**config.mk**
```make
export PLATFORM = sky130hd
export DESIGN_NAME = bd_fetch
export DESIGN_NICKNAME = d
export VERILOG_FILES = /design/src/logic/tx_bd_pkg.sv /design/src/logic/bd_fetch.sv
export SDC_FILE = /design/constraint.sdc
export NUM_CORES = 1
export LEC_CHECK = 0
export BUFFER_PORTS_ARGS = -buffer_cell sky130_fd_sc_hd__buf_4
export CAP_MARGIN = 20
export CORE_AREA = 8 8 259 261
export CTS_CLUSTER_SIZE = 12
export DETAILED_ROUTE_END_ITERATION = 16
export DIE_AREA = 0 0 267 269
export GPL_TIMING_DRIVEN = 0
export HOLD_SLACK_MARGIN = 0.08
export PLACE_DENSITY_LB_ADDON = 0.15
export RECOVER_POWER = 100
export SETUP_SLACK_MARGIN = 0.2
export SLEW_MARGIN = 10
export SYNTH_ARGS = -nofsm -noshare
export SYNTH_HDL_FRONTEND = slang
export SYNTH_SLANG_ARGS = --single-unit
```
**constraint.sdc**
```tcl
create_clock -name clk_sys -period 13.4 [get_ports clk_sys]
set_input_delay 0 -clock clk_sys [delete_from_list [all_inputs] [get_ports clk_sys]]
set_output_delay 0 -clock clk_sys [all_outputs]
set_load 0.01 [all_outputs]
```
**src/logic/tx_bd_pkg.sv**
```systemverilog
package tx_bd_pkg;

    localparam int SN_W     = 9;
    localparam int BD_W     = 288;
    localparam int CMD_W    = 256;
    localparam int OUT_W    = 512;
    localparam int LEN_W    = 32;
    localparam int RD_LEN_W = 13;
    localparam int ADDR_W   = 64;
    localparam int VE_W     = 48;
    localparam int ACC_W    = 8;
    localparam int TID_W    = 8;
    localparam int OPC_W    = 2;

    // ----------------------------------------
    // descriptor fields after lane swap
    localparam int IN_TID_LSB = 226;
    localparam int IN_OPC_LSB = 224;
    localparam int IN_ACC_LSB = 208;
    localparam int IN_VE_LSB  = 160;
    localparam int IN_LEN_LSB = 128;
    localparam int IN_DST_LSB = 64;
    localparam int IN_SRC_LSB = 0;

    // read command fields before lane swap
    localparam int CMD_SOD_BIT  = 254;
    localparam int CMD_EOD_BIT  = 253;
    localparam int CMD_LEN_LSB  = 235;
    localparam int CMD_OPC_LSB  = 233;
    localparam int CMD_SN_LSB   = 224;
    localparam int CMD_ACC_LSB  = 208;
    localparam int CMD_VE_LSB   = 160;
    localparam int CMD_LEN2_LSB = 128;
    localparam int CMD_SRC_LSB  = 0;

    // output descriptor fields before byte reverse
    localparam int OUT_SRC_LSB = 0;
    localparam int OUT_DST_LSB = 64;
    localparam int OUT_VE_LSB  = 128;
    localparam int OUT_OPC_LSB = 224;
    localparam int OUT_TID_LSB = 226;
    localparam int OUT_LEN_LSB = 256;

    typedef struct packed {
        logic [TID_W-1:0]  tid;
        logic [OPC_W-1:0]  opcode;
        logic [LEN_W-1:0]  len;
        logic [VE_W-1:0]   ve;
        logic [ADDR_W-1:0] dst;
        logic [ADDR_W-1:0] src;
    } bd_rec_t;

    // byte order flipped inside each 128-bit lane of the low 256 bits
    function automatic logic [BD_W-1:0] lane_swap(input logic [BD_W-1:0] d);
        logic [BD_W-1:0] r;
        r = d;
        for (int l = 0; l < 2; l++) begin
            for (int b = 0; b < 16; b++) begin
                r[l*128 + b*8 +: 8] = d[l*128 + (15-b)*8 +: 8];
            end
        end
        return r;
    endfunction

    function automatic logic [OUT_W-1:0] byte_reverse(input logic [OUT_W-1:0] d);
        logic [OUT_W-1:0] r;
        r = '0;
        for (int b = 0; b < OUT_W/8; b++) begin
            r[b*8 +: 8] = d[(OUT_W/8-1-b)*8 +: 8];
        end
        return r;
    endfunction

endpackage

```
**src/logic/bd_fetch.sv**
```systemverilog
`timescale 1ns/1ps

module bd_fetch #(
    parameter int BD_INFLIGHT_MAX = 450
) (
    input  logic                            clk_sys,
    input  logic                            rst,
    input  logic [tx_bd_pkg::BD_W-1:0]      bd_rdata,
    input  logic                            bd_empty,
    input  logic                            split_busy,
    input  logic                            rsp_rd,
    input  logic                            rsp_afull,
    output logic                            bd_rd,
    output logic                            ram_wr,
    output logic [tx_bd_pkg::SN_W-1:0]      ram_waddr,
    output tx_bd_pkg::bd_rec_t              ram_wrec,
    output logic                            start,
    output logic [tx_bd_pkg::LEN_W-1:0]     start_len,
    output logic [tx_bd_pkg::ADDR_W-1:0]    start_src,
    output logic [tx_bd_pkg::OPC_W-1:0]     start_opcode,
    output logic [tx_bd_pkg::ACC_W-1:0]     start_acc,
    output logic [tx_bd_pkg::VE_W-1:0]      start_ve,
    output logic [tx_bd_pkg::SN_W-1:0]      start_sn
);
    import tx_bd_pkg::*;

    logic [BD_W-1:0] bd_swap;
    logic [SN_W-1:0] sn_cnt;
    logic [SN_W:0]   inflight;
    logic            pop_ok;

    assign bd_swap = lane_swap(bd_rdata);

    assign pop_ok = !bd_empty && !rsp_afull && !split_busy && !bd_rd &&
                    (inflight < BD_INFLIGHT_MAX);

    // ----------------------------------------
    // pop strobe, serial number, in-flight count
    always_ff @(posedge clk_sys or posedge rst) begin
        if (rst) begin
            bd_rd    <= 1'b0;
            ram_wr   <= 1'b0;
            sn_cnt   <= '0;
            inflight <= '0;
        end else begin
            bd_rd  <= pop_ok;
            ram_wr <= bd_rd;
            if (bd_rd) begin
                sn_cnt <= sn_cnt + 1'b1;
            end
            if (bd_rd && !rsp_rd) begin
                inflight <= inflight + 1'b1;
            end else if (!bd_rd && rsp_rd) begin
                inflight <= inflight - 1'b1;
            end
        end
    end

    // field latch from the head word
    always_ff @(posedge clk_sys) begin
        if (bd_rd) begin
            ram_waddr       <= sn_cnt;
            ram_wrec.tid    <= bd_swap[IN_TID_LSB +: TID_W];
            ram_wrec.opcode <= bd_swap[IN_OPC_LSB +: OPC_W];
            ram_wrec.len    <= bd_swap[IN_LEN_LSB +: LEN_W];
            ram_wrec.ve     <= bd_swap[IN_VE_LSB +: VE_W];
            ram_wrec.dst    <= bd_swap[IN_DST_LSB +: ADDR_W];
            ram_wrec.src    <= bd_swap[IN_SRC_LSB +: ADDR_W];
            start_acc       <= bd_swap[IN_ACC_LSB +: ACC_W];
        end
    end

    // splitter start shares the record write cycle
    assign start        = ram_wr;
    assign start_sn     = ram_waddr;
    assign start_len    = ram_wrec.len;
    assign start_src    = ram_wrec.src;
    assign start_opcode = ram_wrec.opcode;
    assign start_ve     = ram_wrec.ve;

endmodule

```
=== Yosys cells after proc, flatten, opt, wreduce, memory -nomap -nowiden ===
Cells that the tools add are included.
Widths: inputs -> output; s select.

* Logic and storage cells: 30
* Output and inout port bits: 393
* Register bits: 256
* Bits of input ports: 294

* Multiplexer cells: 2
* $add $sub $neg: 3
* Reductions and logical operators: 12
* Order comparisons: 1

{| class="wikitable"
|+ Operator list
! cell !! count
|-
| $mux 10 || 2
|-
| $add 10x1->10 const B || 1
|-
| $lt 10x9->1 const B || 1
|-
| $sub 10x1->10 const B || 1
|-
| $add 9x1->9 const B || 1
|-
| $logic_and 1x1->1 || 6
|-
| $logic_not 1->1 || 5
|-
| $reduce_bool 2->1 || 1
|}

=== Longest topological paths before layout ===
Gate-level depths: netlist of the first run.

* Word-level depth: 5
* Mapped depth: 10
* Gate-level depth less buffers: 10

=== Worst setup path before layout of the first run ===
Ideal clock, no wire load.

* Kind: reg-to-reg
* From: register bd_rd
* To: register inflight[9]
* Setup time: 0.080 ns
* Clock period less this slack: 7.753 ns
* Stages on the path, launching flop included: 10
* Required time: 13.320 ns
* Path slack: 5.647 ns
* Arrival time: 7.673 ns
* Buffers on the path: 0
* Cells stage by stage: dfrtp_1 > ha_1 > inv_1 > ha_1 > a21oi_2 > nor2b_1 > a311o_2 > a31oi_4 > mux2i_1 > xnor2_1

* Cells in the longest elaborated chain, start to end: 3
* Elaborated cells between the ends (all ways): 5
* Those cells by class: 1 x mux; 4 x reduce/logical

{| class="wikitable"
|+ RTL lines
! element !! RTL line !! source
|-
| start, declared || bd_fetch.sv:13 || <nowiki>output logic bd_rd,</nowiki>
|-
| start signal, assigned || bd_fetch.sv:46 || <nowiki>bd_rd <= pop_ok;</nowiki>
|-
| $logic_not 1->1 || bd_fetch.sv:53 || <nowiki>end else if (!bd_rd && rsp_rd) begin</nowiki>
|-
| $logic_and 1x1->1 || bd_fetch.sv:53 ||
|-
| $reduce_bool 2->1 (no source line) || n/a ||
|-
| end signal, assigned || bd_fetch.sv:52 || <nowiki>inflight <= inflight + 1'b1;</nowiki>
|-
| end signal, assigned || bd_fetch.sv:54 || <nowiki>inflight <= inflight - 1'b1;</nowiki>
|-
| end, declared || bd_fetch.sv:29 || <nowiki>logic [SN_W:0] inflight;</nowiki>
|}

Parallel ways exist; a longest one is shown, timed or not.
A chain may end at the register's enable or synchronous reset.

=== Final worst setup path of the first run ===
* From: register bd_rd
* To: register ram_wrec[65] (netlist name), enable pin

{| class="wikitable"
|+ RTL lines
! element !! RTL line !! source
|-
| end, declared || bd_fetch.sv:16 || <nowiki>output tx_bd_pkg::bd_rec_t ram_wrec,</nowiki>
|}

No word-level cell between the ends.

==> results of run 1 <==
## critical path: cells and delay by family (launching register included)
kind,cells,cell delay [ps]
flip-flops,1,1080
buffers and inverters,3,5460
## cells by family after synthesis
group                    count (synthesis)
flip-flops                             256
AND/OR/NAND/NOR                         37
adder cells (fa/ha/maj)                 11
multiplexers                             3
buffers and inverters                  166
AO/OA/AOI/OAI                           22
XOR/XNOR                                13
## final timing paths
kind / end / slack [ps] / depth (start not counted)
min: start_src[41]$_DFFE_PP_ / 220 / 2
max reg2reg: ram_wrec[65]$_DFFE_PP_ / 6300 / 3
min in group asynchronous: bd_rd$_DFF_PP0_ / 240 / 3
max: ram_wrec[65]$_DFFE_PP_ / 6300 / 3
max in group asynchronous: inflight[6]$_DFFE_PP0P_ / 12580 / 3
min reg2reg: sn_cnt[5]$_DFFE_PP0P_ / 480 / 1
## routing by layer
| layer | GRT usage (%) | share of wire (%) | up-vias |
|---|---|---|---|
| li1 | - | - | 3478 |
| met1 | 10.45 | 34 | 3561 |
| met2 | 19.66 | 55 | 281 |
| met3 | 3.401 | 7.4 | 56 |
| met4 | 3.485 | 2.8 | 0 |
| met5 | 0 | 0 | - |
## layout make-up
class / count / share of cell area [%]
sequential: 256 / 43.11
inverter: 8 / 0.1707
clock buffer: 41 / 5.108
buffer: 158 / 6.680
clock inverter: 18 / 0.7897
tap: 846 / 6.019
timing repair buffer: 859 / 34.65
multi-input combinational: 86 / 3.472
## per-stage QoR
stage,hold slack [ps],instance area (sq um)
2_1_floorplan,-23.47,9420
3_3_place_gp,159.7,15160
3_5_place_dp,163.9,15300
4_1_cts,135.8,18640
5_1_grt,169.8,17590
6_report,216.5,17590
## cell usage after synthesis
cell type and count:
buf_4 156, a311o_2 1, a21oi_1 6, nor3_1 3, inv_1 8, dfrtp_1 21
clkbuf_1 1, nor4_1 1, o21ai_1 2, and3_1 4, buf_1 1, ha_1 10
mux2_2 1, xnor2_1 8, nor2_1 7, edfxtp_1 235, or4_1 2, nand4_1 2
nor3b_1 1, o21ai_0 2, mux2i_1 2, a21oi_2 1, o21a_1 4, fa_1 1
a21o_1 1, o31ai_1 3, o211ai_1 1, nand3_1 3, a31oi_4 1, nor2b_1 2
nand2_1 12, xor2_1 5
## state kept, by name (all words and copies together) (netlist names), 2 cells and up
register / count
inflight: 10
sn_cnt: 9
start_opcode: 2
start_src: 64
start_acc: 8
ram_waddr: 9
start_ve: 48
ram_wrec: 72
start_len: 32
## timing repair
item / in CTS / in global routing
hold buffers: 230 / 0
endpoints found under the setup margin: 0 / 0
hold endpoints to repair: 250 / 0
## power by group through the flow
| stage | registers (uW) | clock network, uW | logic, uW |
|---|---|---|---|
| after floorplan | 1050 | 0 | 163 |
| after global placement | 1060 | 0 | 362 |
| after detailed placement | 1010 | 0 | 397 |
| after CTS | 997 | 919 | 461 |
| after global routing | 1010 | 944 | 443 |
| final | 997 | 865 | 400 |
==> impl_metrics.env, run 1 <==
export IMPL_cts_max_level=2
export IMPL_crit_fanout=56
export IMPL_period_share_pct=52.99
export IMPL_end_kind="register"
export IMPL_final_setup_viol_count=0
export IMPL_final_max_slew_viol_count=230
export IMPL_dp_hpwl_microns=31770
export IMPL_cp_required_ps=13480
export IMPL_synth_cell_type_count=32
export IMPL_relSlewSlack_pct=-110.4
export IMPL_drc=0
export IMPL_fmax_mhz=140.8
export IMPL_slowest_stage="clkbuf_1"
export IMPL_placedCellCount=1983
export IMPL_syn_area_per_cell_sq_um=18.54
export IMPL_start_kind="register"
export IMPL_layout_drive_gt1_share_pct=40.95
export IMPL_intPower_uw=1679
export IMPL_overflow=0
export IMPL_synth_top_family_by_area="buffers and inverters"
export IMPL_startpoint="bd_rd$_DFF_PP0_"
export IMPL_rsz0062_at_grt="false"
export IMPL_worst_slack_ps=6300
export IMPL_die_x_microns=267
export IMPL_regArea_sq_um=7582
export IMPL_power_uw=2262
export IMPL_dieArea_sq_um=71820
export IMPL_muxShareOfSynthArea_pct=0.3320
export IMPL_root_buffer="clkbuf_16"
export IMPL_yosys_warnings=0
export IMPL_syn_nets=813
export IMPL_dr_first_iter_drc_count=318
export IMPL_placeableCoreArea_sq_um=62740
export IMPL_multi_input_area_sq_um=610.6
export IMPL_crit_arrival_ps=7180
export IMPL_crit_path_frequent_cell="clkbuf_1"
export IMPL_vdd_drop_max_mv=0.06620
export IMPL_nFillCells=6733
export IMPL_hp_start="bd_rdata[81]"
export IMPL_ctsResizeCount=0
export IMPL_powerDensity_nw_per_um2=128.6
export IMPL_antenna_cells_inserted=0
export IMPL_io_buffers=624
export IMPL_num_rows=92
export IMPL_drt_pass1_iter_count=4
export IMPL_grt_max_degree=57
export IMPL_synth_top_area_cell="edfxtp_1"
export IMPL_ant_nets=0
export IMPL_wl_microns=39950
export IMPL_route_vias_total=7376
export IMPL_critical_path_class="register to register"
export IMPL_layout_commonest_cell="clkbuf_4"
export IMPL_clk_latency_ps=520
export IMPL_switching_share_pct=25.81
export IMPL_r2r_start="bd_rd$_DFF_PP0_"
export IMPL_antenna_found_initial=0
export IMPL_start_util_pct=15.02
export IMPL_synth_seq_area_share_pct=80.49
export IMPL_clk_pin_slew_ps=50
export IMPL_leakage_uw=0.006973
export IMPL_ys_seq_elements=256
export IMPL_min_path_type="input port to register"
export IMPL_cts_sink_count=256
export IMPL_synthCells=508
export IMPL_grt_pass1_vias=8091
export IMPL_wl_per_cell_microns=17.58
export IMPL_synth_xor_area_share_pct=1.209
export IMPL_worstMarginPinSlew_ps=3155
export IMPL_outcome="finished, violations left"
export IMPL_fin_nets=1708
export IMPL_synth_simple_gate_area_share_pct=1.913
export IMPL_synth_top_area_share_pct=74.91
export IMPL_clock_path_buffers=3
export IMPL_cts_tree="yes"
export IMPL_final_cells=2272
export IMPL_post_place_ws_ps=10550
export IMPL_synth_compound_area_share_pct=1.687
export IMPL_cts_made_buffers=34
export IMPL_fin_worst_skew_ps=14.13
export IMPL_power_switching_uw=583.8
export IMPL_grt_util_all_layers_pct=10.31
export IMPL_synth_cell_area_sq_um=9420
export IMPL_drv_cap=5
export IMPL_violations="max-capacitance violations, max-slew violations"
export IMPL_p_comb_share_pct=17.7
export IMPL_cts_setup_buffers=0
export IMPL_synthAdderAreaFrac_pct=1.541
export IMPL_utilization_pct=28.03
export IMPL_critPathMaxStageDelay_ps=2290
export IMPL_ios=687
export IMPL_p_seq_share_pct=44.1
export IMPL_clock_power_share_pct=38.3
export IMPL_synth_top_cells_by_area="edfxtp_1, buf_4, dfrtp_1, ha_1, xnor2_1"
export IMPL_grt_pass1_wl_microns=55150
export IMPL_finalSetupTns_ps=0
export IMPL_crit_chain="clkbuf_1 > clkbuf_1 > clkbuf_1"
export IMPL_vias_per_cell=3.246
export IMPL_syn2layout_area_growth_pct=86.69
export IMPL_dieHeight_microns=269
export IMPL_gp_congestion=0.7870
export IMPL_min_period_ps=7100
export IMPL_hold_viol=0
export IMPL_layout_common_cells="clkbuf_4, clkbuf_1, edfxtp_1"
Power figures use the tool's default switching activity.
==> run 2, diff against run 1 <==
--- a/config.mk
+++ b/config.mk
@@ -5,12 +5,13 @@
 export SDC_FILE = /design/constraint.sdc
 export NUM_CORES = 1
 export LEC_CHECK = 0
+export ABC_AREA = 1
 export BUFFER_PORTS_ARGS = -buffer_cell sky130_fd_sc_hd__buf_4
 export CAP_MARGIN = 20
-export CORE_AREA = 8 8 259 261
+export CORE_AREA = 8 8 262 264
 export CTS_CLUSTER_SIZE = 12
 export DETAILED_ROUTE_END_ITERATION = 16
-export DIE_AREA = 0 0 267 269
+export DIE_AREA = 0 0 270 272
 export GPL_TIMING_DRIVEN = 0
 export HOLD_SLACK_MARGIN = 0.08
 export PLACE_DENSITY_LB_ADDON = 0.15
==> constraint.sdc (replaced) <==
create_clock -name clk_sys -period 7.1 [get_ports clk_sys]
set_input_delay 0 -clock clk_sys [delete_from_list [all_inputs] [get_ports clk_sys]]
set_output_delay 0 -clock clk_sys [all_outputs]
set_load 0.01 [all_outputs]
==> run 2 against run 1 <==
- critical endpoint is now start_src[59]$_DFFE_PP_
- combinational power is 110% higher
- utilization fell by 0.48 points
- routed wire length grew 0.58%
- sequential share of layout area shrank 0.64 points
- maximum frequency up 68%
- sequential power grew 89%
- sequential cell count unchanged
- cell count increased by 3.1%
- non-clock buffer count is 1 higher
- synthesized cell count up 10%
- first-iteration DRC count grew 2.2%
- the flow still finishes with violations (max-capacitance violations, max-slew violations)
- worst hold slack lost 15 ps
==> impl_metrics.env, run 2 <==
export IMPL_outcome="finished, violations left"
export IMPL_violations="max-capacitance violations, max-slew violations"
export IMPL_dp_hpwl_microns=31940
export IMPL_switching_share_pct=26.71
export IMPL_crit_arrival_ps=4430
export IMPL_hold_viol=0
export IMPL_critical_path_class="register to register"
export IMPL_dieHeight_microns=272
export IMPL_relSlewSlack_pct=-119.4
export IMPL_synth_edff_count=235
export IMPL_post_place_ws_ps=4619
export IMPL_yosys_warnings=0
export IMPL_p_comb_share_pct=18.9
export IMPL_synthCells=559
export IMPL_hold_buffers=230
export IMPL_synth_top_cells_by_area="edfxtp_1, buf_4, dfrtp_1, nand2_1, ha_1"
export IMPL_ys_seq_elements=256
export IMPL_p_seq_share_pct=43.0
export IMPL_drv_cap=2
export IMPL_ios=687
export IMPL_cts_max_level=2
export IMPL_ant_nets=0
export IMPL_cp_required_ps=7300
export IMPL_rsz0062_at_grt="false"
export IMPL_syn2layout_area_growth_pct=86.55
export IMPL_fin_nets=1761
export IMPL_cts_setup_buffers=0
export IMPL_syn_area_per_cell_sq_um=17.12
export IMPL_regMostFlops="ram_wrec"
export IMPL_min_period_ps=4230
export IMPL_powerDensity_nw_per_um2=245.6
export IMPL_crit_fanout=60
export IMPL_power_switching_uw=1171
export IMPL_cts_made_buffers=35
export IMPL_cts_tree="yes"
export IMPL_multi_input_area_sq_um=691.9
export IMPL_fmax_mhz=236.4
export IMPL_synth_commonest_cells="edfxtp_1, buf_4, nand2_1, dfrtp_1, inv_1"
export IMPL_nFillCells=6927
export IMPL_grtUsageMet3_pct=3.403
export IMPL_synth_cell_area_sq_um=9570
export IMPL_synth_most_common_cell="edfxtp_1"
export IMPL_wl_microns=40180
export IMPL_layout_drive_gt1_share_pct=40.26
export IMPL_clock_path_buffers=3
export IMPL_synth_top_area_cell="edfxtp_1"
export IMPL_grt_use_met1_pct=10.29
export IMPL_drc=0
export IMPL_clk_latency_ps=530
export IMPL_io_buffers=624
export IMPL_layout_common_cells="clkbuf_4, clkbuf_1, edfxtp_1"
export IMPL_period_share_pct=59.57
export IMPL_dieArea_sq_um=73440
export IMPL_intPower_uw=3214
export IMPL_placedCellCount=2051
export IMPL_regArea_sq_um=7582
export IMPL_vias_per_cell=3.244
export IMPL_grt_pass1_vias=8257
export IMPL_syn_nets=864
export IMPL_antenna_found_initial=1
export IMPL_worst_slack_ps=2870
export IMPL_route_vias_total=7601
export IMPL_synth_cell_type_count=31
export IMPL_worstMarginPinSlew_ps=3291
export IMPL_gp_congestion=0.7673
export IMPL_dr_first_iter_drc_count=325
export IMPL_clock_power_share_pct=38.1
export IMPL_vdd_drop_max_mv=0.1522
export IMPL_grt_max_degree=61
export IMPL_fin_worst_skew_ps=13.23
export IMPL_num_rows=94
export IMPL_synth_seq_area_share_pct=79.23
export IMPL_finalSetupTns_ps=0
export IMPL_power_uw=4385
export IMPL_ctsResizeCount=0
export IMPL_synth_top_area_share_pct=73.74
export IMPL_yosys_most_used_dff="edfxtp_1"
export IMPL_clk_pin_slew_ps=60
export IMPL_min_path_type="input port to register"
export IMPL_overflow=0
export IMPL_start_kind="register"
export IMPL_die_x_microns=270
export IMPL_utilization_pct=27.55
export IMPL_placeableCoreArea_sq_um=64800
export IMPL_final_cells=2343
export IMPL_wl_per_cell_microns=17.15
export IMPL_async_reset_ff_share_pct=8.203
export IMPL_largest_reg_flops=72
export IMPL_end_kind="register"
export IMPL_drt_pass1_iter_count=4
export IMPL_final_max_slew_viol_count=105
export IMPL_start_util_pct=14.77
export IMPL_grt_pass1_wl_microns=57030
export IMPL_leakage_uw=0.007184
export IMPL_cts_sink_count=256
export IMPL_layout_commonest_cell="clkbuf_4"
export IMPL_grt_util_all_layers_pct=10.34
export IMPL_final_setup_viol_count=0
export IMPL_root_buffer="clkbuf_16"
export IMPL_busiest_layer="met2"
export IMPL_met2_usage_pct=20.10
==> run 2: critical path, stage by stage (launching register included) <==
cell,delay (ps)
dfrtp_1,1130
buf_16,350
clkbuf_1,1940
buf_16,330
==> run 2: path summary, 6_finish.rpt <==
| kind | from | endpoint | slack [ps] | depth (start not counted) |
|---|---|---|---|---|
| max in group asynchronous | rst | sn_cnt[0]$_DFFE_PP0P_ | 5390 | 5 |
| worst max register to register | bd_rd$_DFF_PP0_ | start_src[59]$_DFFE_PP_ | 2870 | 3 |
| min in group asynchronous | rst | ram_wr$_DFF_PP0_ | 540 | 4 |
| worst max-delay path | bd_rd$_DFF_PP0_ | start_src[59]$_DFFE_PP_ | 2870 | 3 |
| worst min register to register | sn_cnt[7]$_DFFE_PP0P_ | sn_cnt[7]$_DFFE_PP0P_ | 490 | 1 |
| worst min-delay path | bd_rdata[59] | ram_wrec[67]$_DFFE_PP_ | 200 | 2 |
==> run 2: logic make-up (layout without fill, tap and decap cells) <==
logic type	after synthesis	after routing	share of synthesized area (%)
AOI/OAI and AO/OA	14	14	0.9022
xor gates and xnor gates	9	9	0.8237
adders and majority gates	11	11	1.517
buffers and inverters	180	1099	13.26
DFF	256	256	79.23
other	0	1	0
and+or+nand+nor	89	89	4.275
==> run 2: metrics by stage <==
step	cell area [sq um]	hold WS (ps)
after global routing	17850	163.1
after CTS	18820	124.3
after global placement	15340	178.8
after floorplan	9572	-23.54
final	17850	201.6
after detailed placement	15450	179.4
==> run 2: final cells by class <==
class | count | area share, %
sequential | 256 | 42.47
clock buffer | 43 | 5.193
inverter | 22 | 0.4625
antenna | 1 | 0.01402
buffer | 158 | 6.602
clock inverter | 16 | 0.8129
multi-input combinational | 123 | 3.876
timing repair buffer | 860 | 34.52
tap | 864 | 6.055
==> run 2: layer usage <==
metal | up-vias | wire, microns
li1 | 3619 | -
met1 | 3632 | 14050
met2 | 300 | 22430
met3 | 50 | 2761
met4 | 0 | 942
met5 | - | 0
==> run 2: power by group through the flow <==
stage | clock, uW | combinational [uW] | sequential [uW]
2_1_floorplan | 0 | 351 | 1970
3_3_place_gp | 0 | 762 | 1990
3_5_place_dp | 0 | 820 | 1920
4_1_cts | 1780 | 938 | 1890
5_1_grt | 1830 | 919 | 1900
6_report | 1670 | 828 | 1880
==> run 3, diff against run 2 <==
--- a/config.mk
+++ b/config.mk
@@ -8,10 +8,10 @@
 export ABC_AREA = 1
 export BUFFER_PORTS_ARGS = -buffer_cell sky130_fd_sc_hd__buf_4
 export CAP_MARGIN = 20
-export CORE_AREA = 8 8 262 264
+export CORE_AREA = 8 8 260 262
 export CTS_CLUSTER_SIZE = 12
 export DETAILED_ROUTE_END_ITERATION = 16
-export DIE_AREA = 0 0 270 272
+export DIE_AREA = 0 0 268 270
 export GPL_TIMING_DRIVEN = 0
 export HOLD_SLACK_MARGIN = 0.08
 export PLACE_DENSITY_LB_ADDON = 0.15
==> constraint.sdc (replaced) <==
create_clock -name clk_sys -period 3.7 [get_ports clk_sys]
set_input_delay 0 -clock clk_sys [delete_from_list [all_inputs] [get_ports clk_sys]]
set_output_delay 0 -clock clk_sys [all_outputs]
set_load 0.01 [all_outputs]
==> run 3 against run 2 <==
- the flow still finishes with violations (max-capacitance violations, max-slew violations)
- critical path depth increased by 7
- utilization increased by 0.40 points
- first-iteration DRC count decreased by 24%
- non-clock buffer count unchanged
- maximum frequency increased by 50%
- cell count decreased by 0.30%
- clock skew increased by 4.0 ps
- total power increased by 86%
- sequential share of layout area increased by 0.17 points
- setup slack got worse by 2000 ps
- largest cell class unchanged
- largest power group unchanged
==> impl_metrics.env, run 3 (synthesized netlist as in run 2, its figures left out) <==
export IMPL_drv_cap=1
export IMPL_final_area_sq_um=17790
export IMPL_grt_util_all_layers_pct=10.26
export IMPL_ctsResizeCount=0
export IMPL_start_kind="register"
export IMPL_route_vias_total=7540
export IMPL_cts_made_buffers=34
export IMPL_clk_latency_ps=520
export IMPL_hold_end="start_ve[20]$_DFFE_PP_"
export IMPL_critical_path_class="register to register"
export IMPL_hp_start="bd_rdata[204]"
export IMPL_drt_pass1_iter_count=5
export IMPL_min_period_ps=2818
export IMPL_clk_pin_slew_ps=50
export IMPL_placed_area_sq_um=15450
export IMPL_start_util_pct=15.04
export IMPL_layout_drive_gt1_share_pct=40.28
export IMPL_vias_per_cell=3.228
export IMPL_gp_congestion=0.7834
export IMPL_final_cells=2336
export IMPL_drc=0
export IMPL_cts_max_level=2
export IMPL_powerDensity_nw_per_um2=458.1
export IMPL_grt_max_degree=62
export IMPL_clock_path_buffers=3
export IMPL_grt_pass1_wl_microns=55280
export IMPL_leakage_uw=0.007163
export IMPL_final_setup_viol_count=0
export IMPL_r2r_slack_ps=880
export IMPL_relSlewSlack_pct=-5.290
export IMPL_outcome="finished, violations left"
export IMPL_grt_pass1_vias=8213
export IMPL_timing_rr_end="inflight[8]$_DFFE_PP0P_"
export IMPL_fin_nets=1760
export IMPL_cts_tree="yes"
export IMPL_min_path_type="input port to register"
export IMPL_nFillCells=6803
export IMPL_cts_sink_count=256
export IMPL_regArea_sq_um=7586
export IMPL_cp_required_ps=4110
export IMPL_finalSetupTns_ps=0
export IMPL_num_rows=93
export IMPL_multi_input_area_sq_um=703.2
export IMPL_crit_fanout=35
export IMPL_die_x_microns=268
export IMPL_syn2layout_area_growth_pct=85.88
export IMPL_dp_hpwl_microns=31710
export IMPL_ant_nets=0
export IMPL_placedCellCount=2042
export IMPL_regMostFlops="ram_wrec"
export IMPL_fin_worst_skew_ps=17.27
export IMPL_rr_worst_depth=10
export IMPL_dieHeight_microns=270
export IMPL_hold_viol=0
export IMPL_overflow=0
export IMPL_layout_commonest_cell="clkbuf_4"
export IMPL_io_buffers=624
export IMPL_placeableCoreArea_sq_um=63650
export IMPL_dr_first_iter_drc_count=247
export IMPL_largest_reg_flops=72
export IMPL_end_kind="register"
export IMPL_vdd_drop_max_mv=0.2327
export IMPL_hold_depth=2
export IMPL_utilization_pct=27.95
export IMPL_period_share_pct=76.17
export IMPL_layout_common_cells="clkbuf_4, clkbuf_1, edfxtp_1"
export IMPL_cts_setup_buffers=0
export IMPL_ios=687
export IMPL_dieArea_sq_um=72360
export IMPL_final_max_slew_viol_count=61
export IMPL_crit_arrival_ps=3230
export IMPL_violations="max-capacitance violations, max-slew violations"
export IMPL_wl_microns=39540
export IMPL_antenna_found_initial=5
export IMPL_wl_per_cell_microns=16.92
export IMPL_rsz0062_at_grt="false"
export IMPL_worstMarginPinSlew_ps=1579
export IMPL_root_buffer="clkbuf_16"
export IMPL_fmax_mhz=354.8
export IMPL_r2r_start="bd_rd$_DFF_PP0_"
run 3: cell types whose count changed in the layout (fill, tap and decap cells not counted), moves of 2 or more:
cell and change:
bufinv_16 -2, clkbuf_1 +3, clkinv_1 -3, clkinv_2 +5, clkinvlp_4 -2, diode_2 +3
run 3: critical path: stages, from the launching register on:
cell and delay (ps):
dfrtp_4 820, ha_1 340, inv_1 210, ha_1 430, nand2_1 60, o21ai_0 430
nand2_1 130, nand2_1 100, nand2_1 50, nand3_1 60, nand2_1 70
run 3: area by class of cell:
type	instances	area share, %
clock inverters	12	0.3306
inverters	22	0.4642
well taps	855	6.014
plain buffers	158	6.604
multi-input cells	123	3.953
diodes	4	0.05627
repair buffers	860	34.78
clock buffers	46	5.155
flip-flops and latches	256	42.64
run 3: where the power goes:
part	internal [uW]	total, uW	leakage [uW]	switching [uW]
Combinational	803	1590	0.00428	791
Sequential	3450	3620	0.00241	168
Clock	1730	2930	0.000482	1200
Total	5990	8150	0.00716	2160
run 3: what timing repair did:
item                                   in CTS  in global routing
endpoints found under the hold margin     256                  9
setup endpoints to repair                   0                  0
hold buffers                              230                  1
run 3: per-layer routing:
metal / vias to the layer above / track usage [%] / wire length, microns
met1: 3545 / 9.997 / 13610
met5: - / 0 / 0
li1: 3620 / - / -
met3: 52 / 3.614 / 3424
met2: 323 / 19.85 / 21460
met4: 0 / 3.105 / 1042
run 3: how the worst max path moves through the flow:
| stage | startpoint | to | slack [ps] | cells past startpoint |
|---|---|---|---|---|
| final | bd_rd$_DFF_PP0_ | inflight[8]$_DFFE_PP0P_ | 880 | 10 |
| after global routing | bd_rd$_DFF_PP0_ | inflight[8]$_DFFE_PP0P_ | 540 | 10 |
| after CTS | bd_rd$_DFF_PP0_ | inflight[8]$_DFFE_PP0P_ | 1130 | 10 |
| after detailed placement | bd_rd$_DFF_PP0_ | inflight[8]$_DFFE_PP0P_ | 1130 | 10 |
| after global placement | bd_rd$_DFF_PP0_ | inflight[8]$_DFFE_PP0P_ | -1100 | 10 |
| after floorplan | bd_rd$_DFF_PP0_ | inflight[7]$_DFFE_PP0P_ | 200 | 9 |
run 3: metrics by stage:
stage | worst slack (ps) | hold WS (ps) | power (uW)
2_1_floorplan | 196.1 | -23.45 | 4458
3_3_place_gp | -1098 | 178.6 | 5263
3_5_place_dp | 1134 | 179.3 | 5264
4_1_cts | 1131 | 147.3 | 8555
5_1_grt | 539.3 | 176.3 | 8645
6_report | 881.6 | 214.2 | 8149
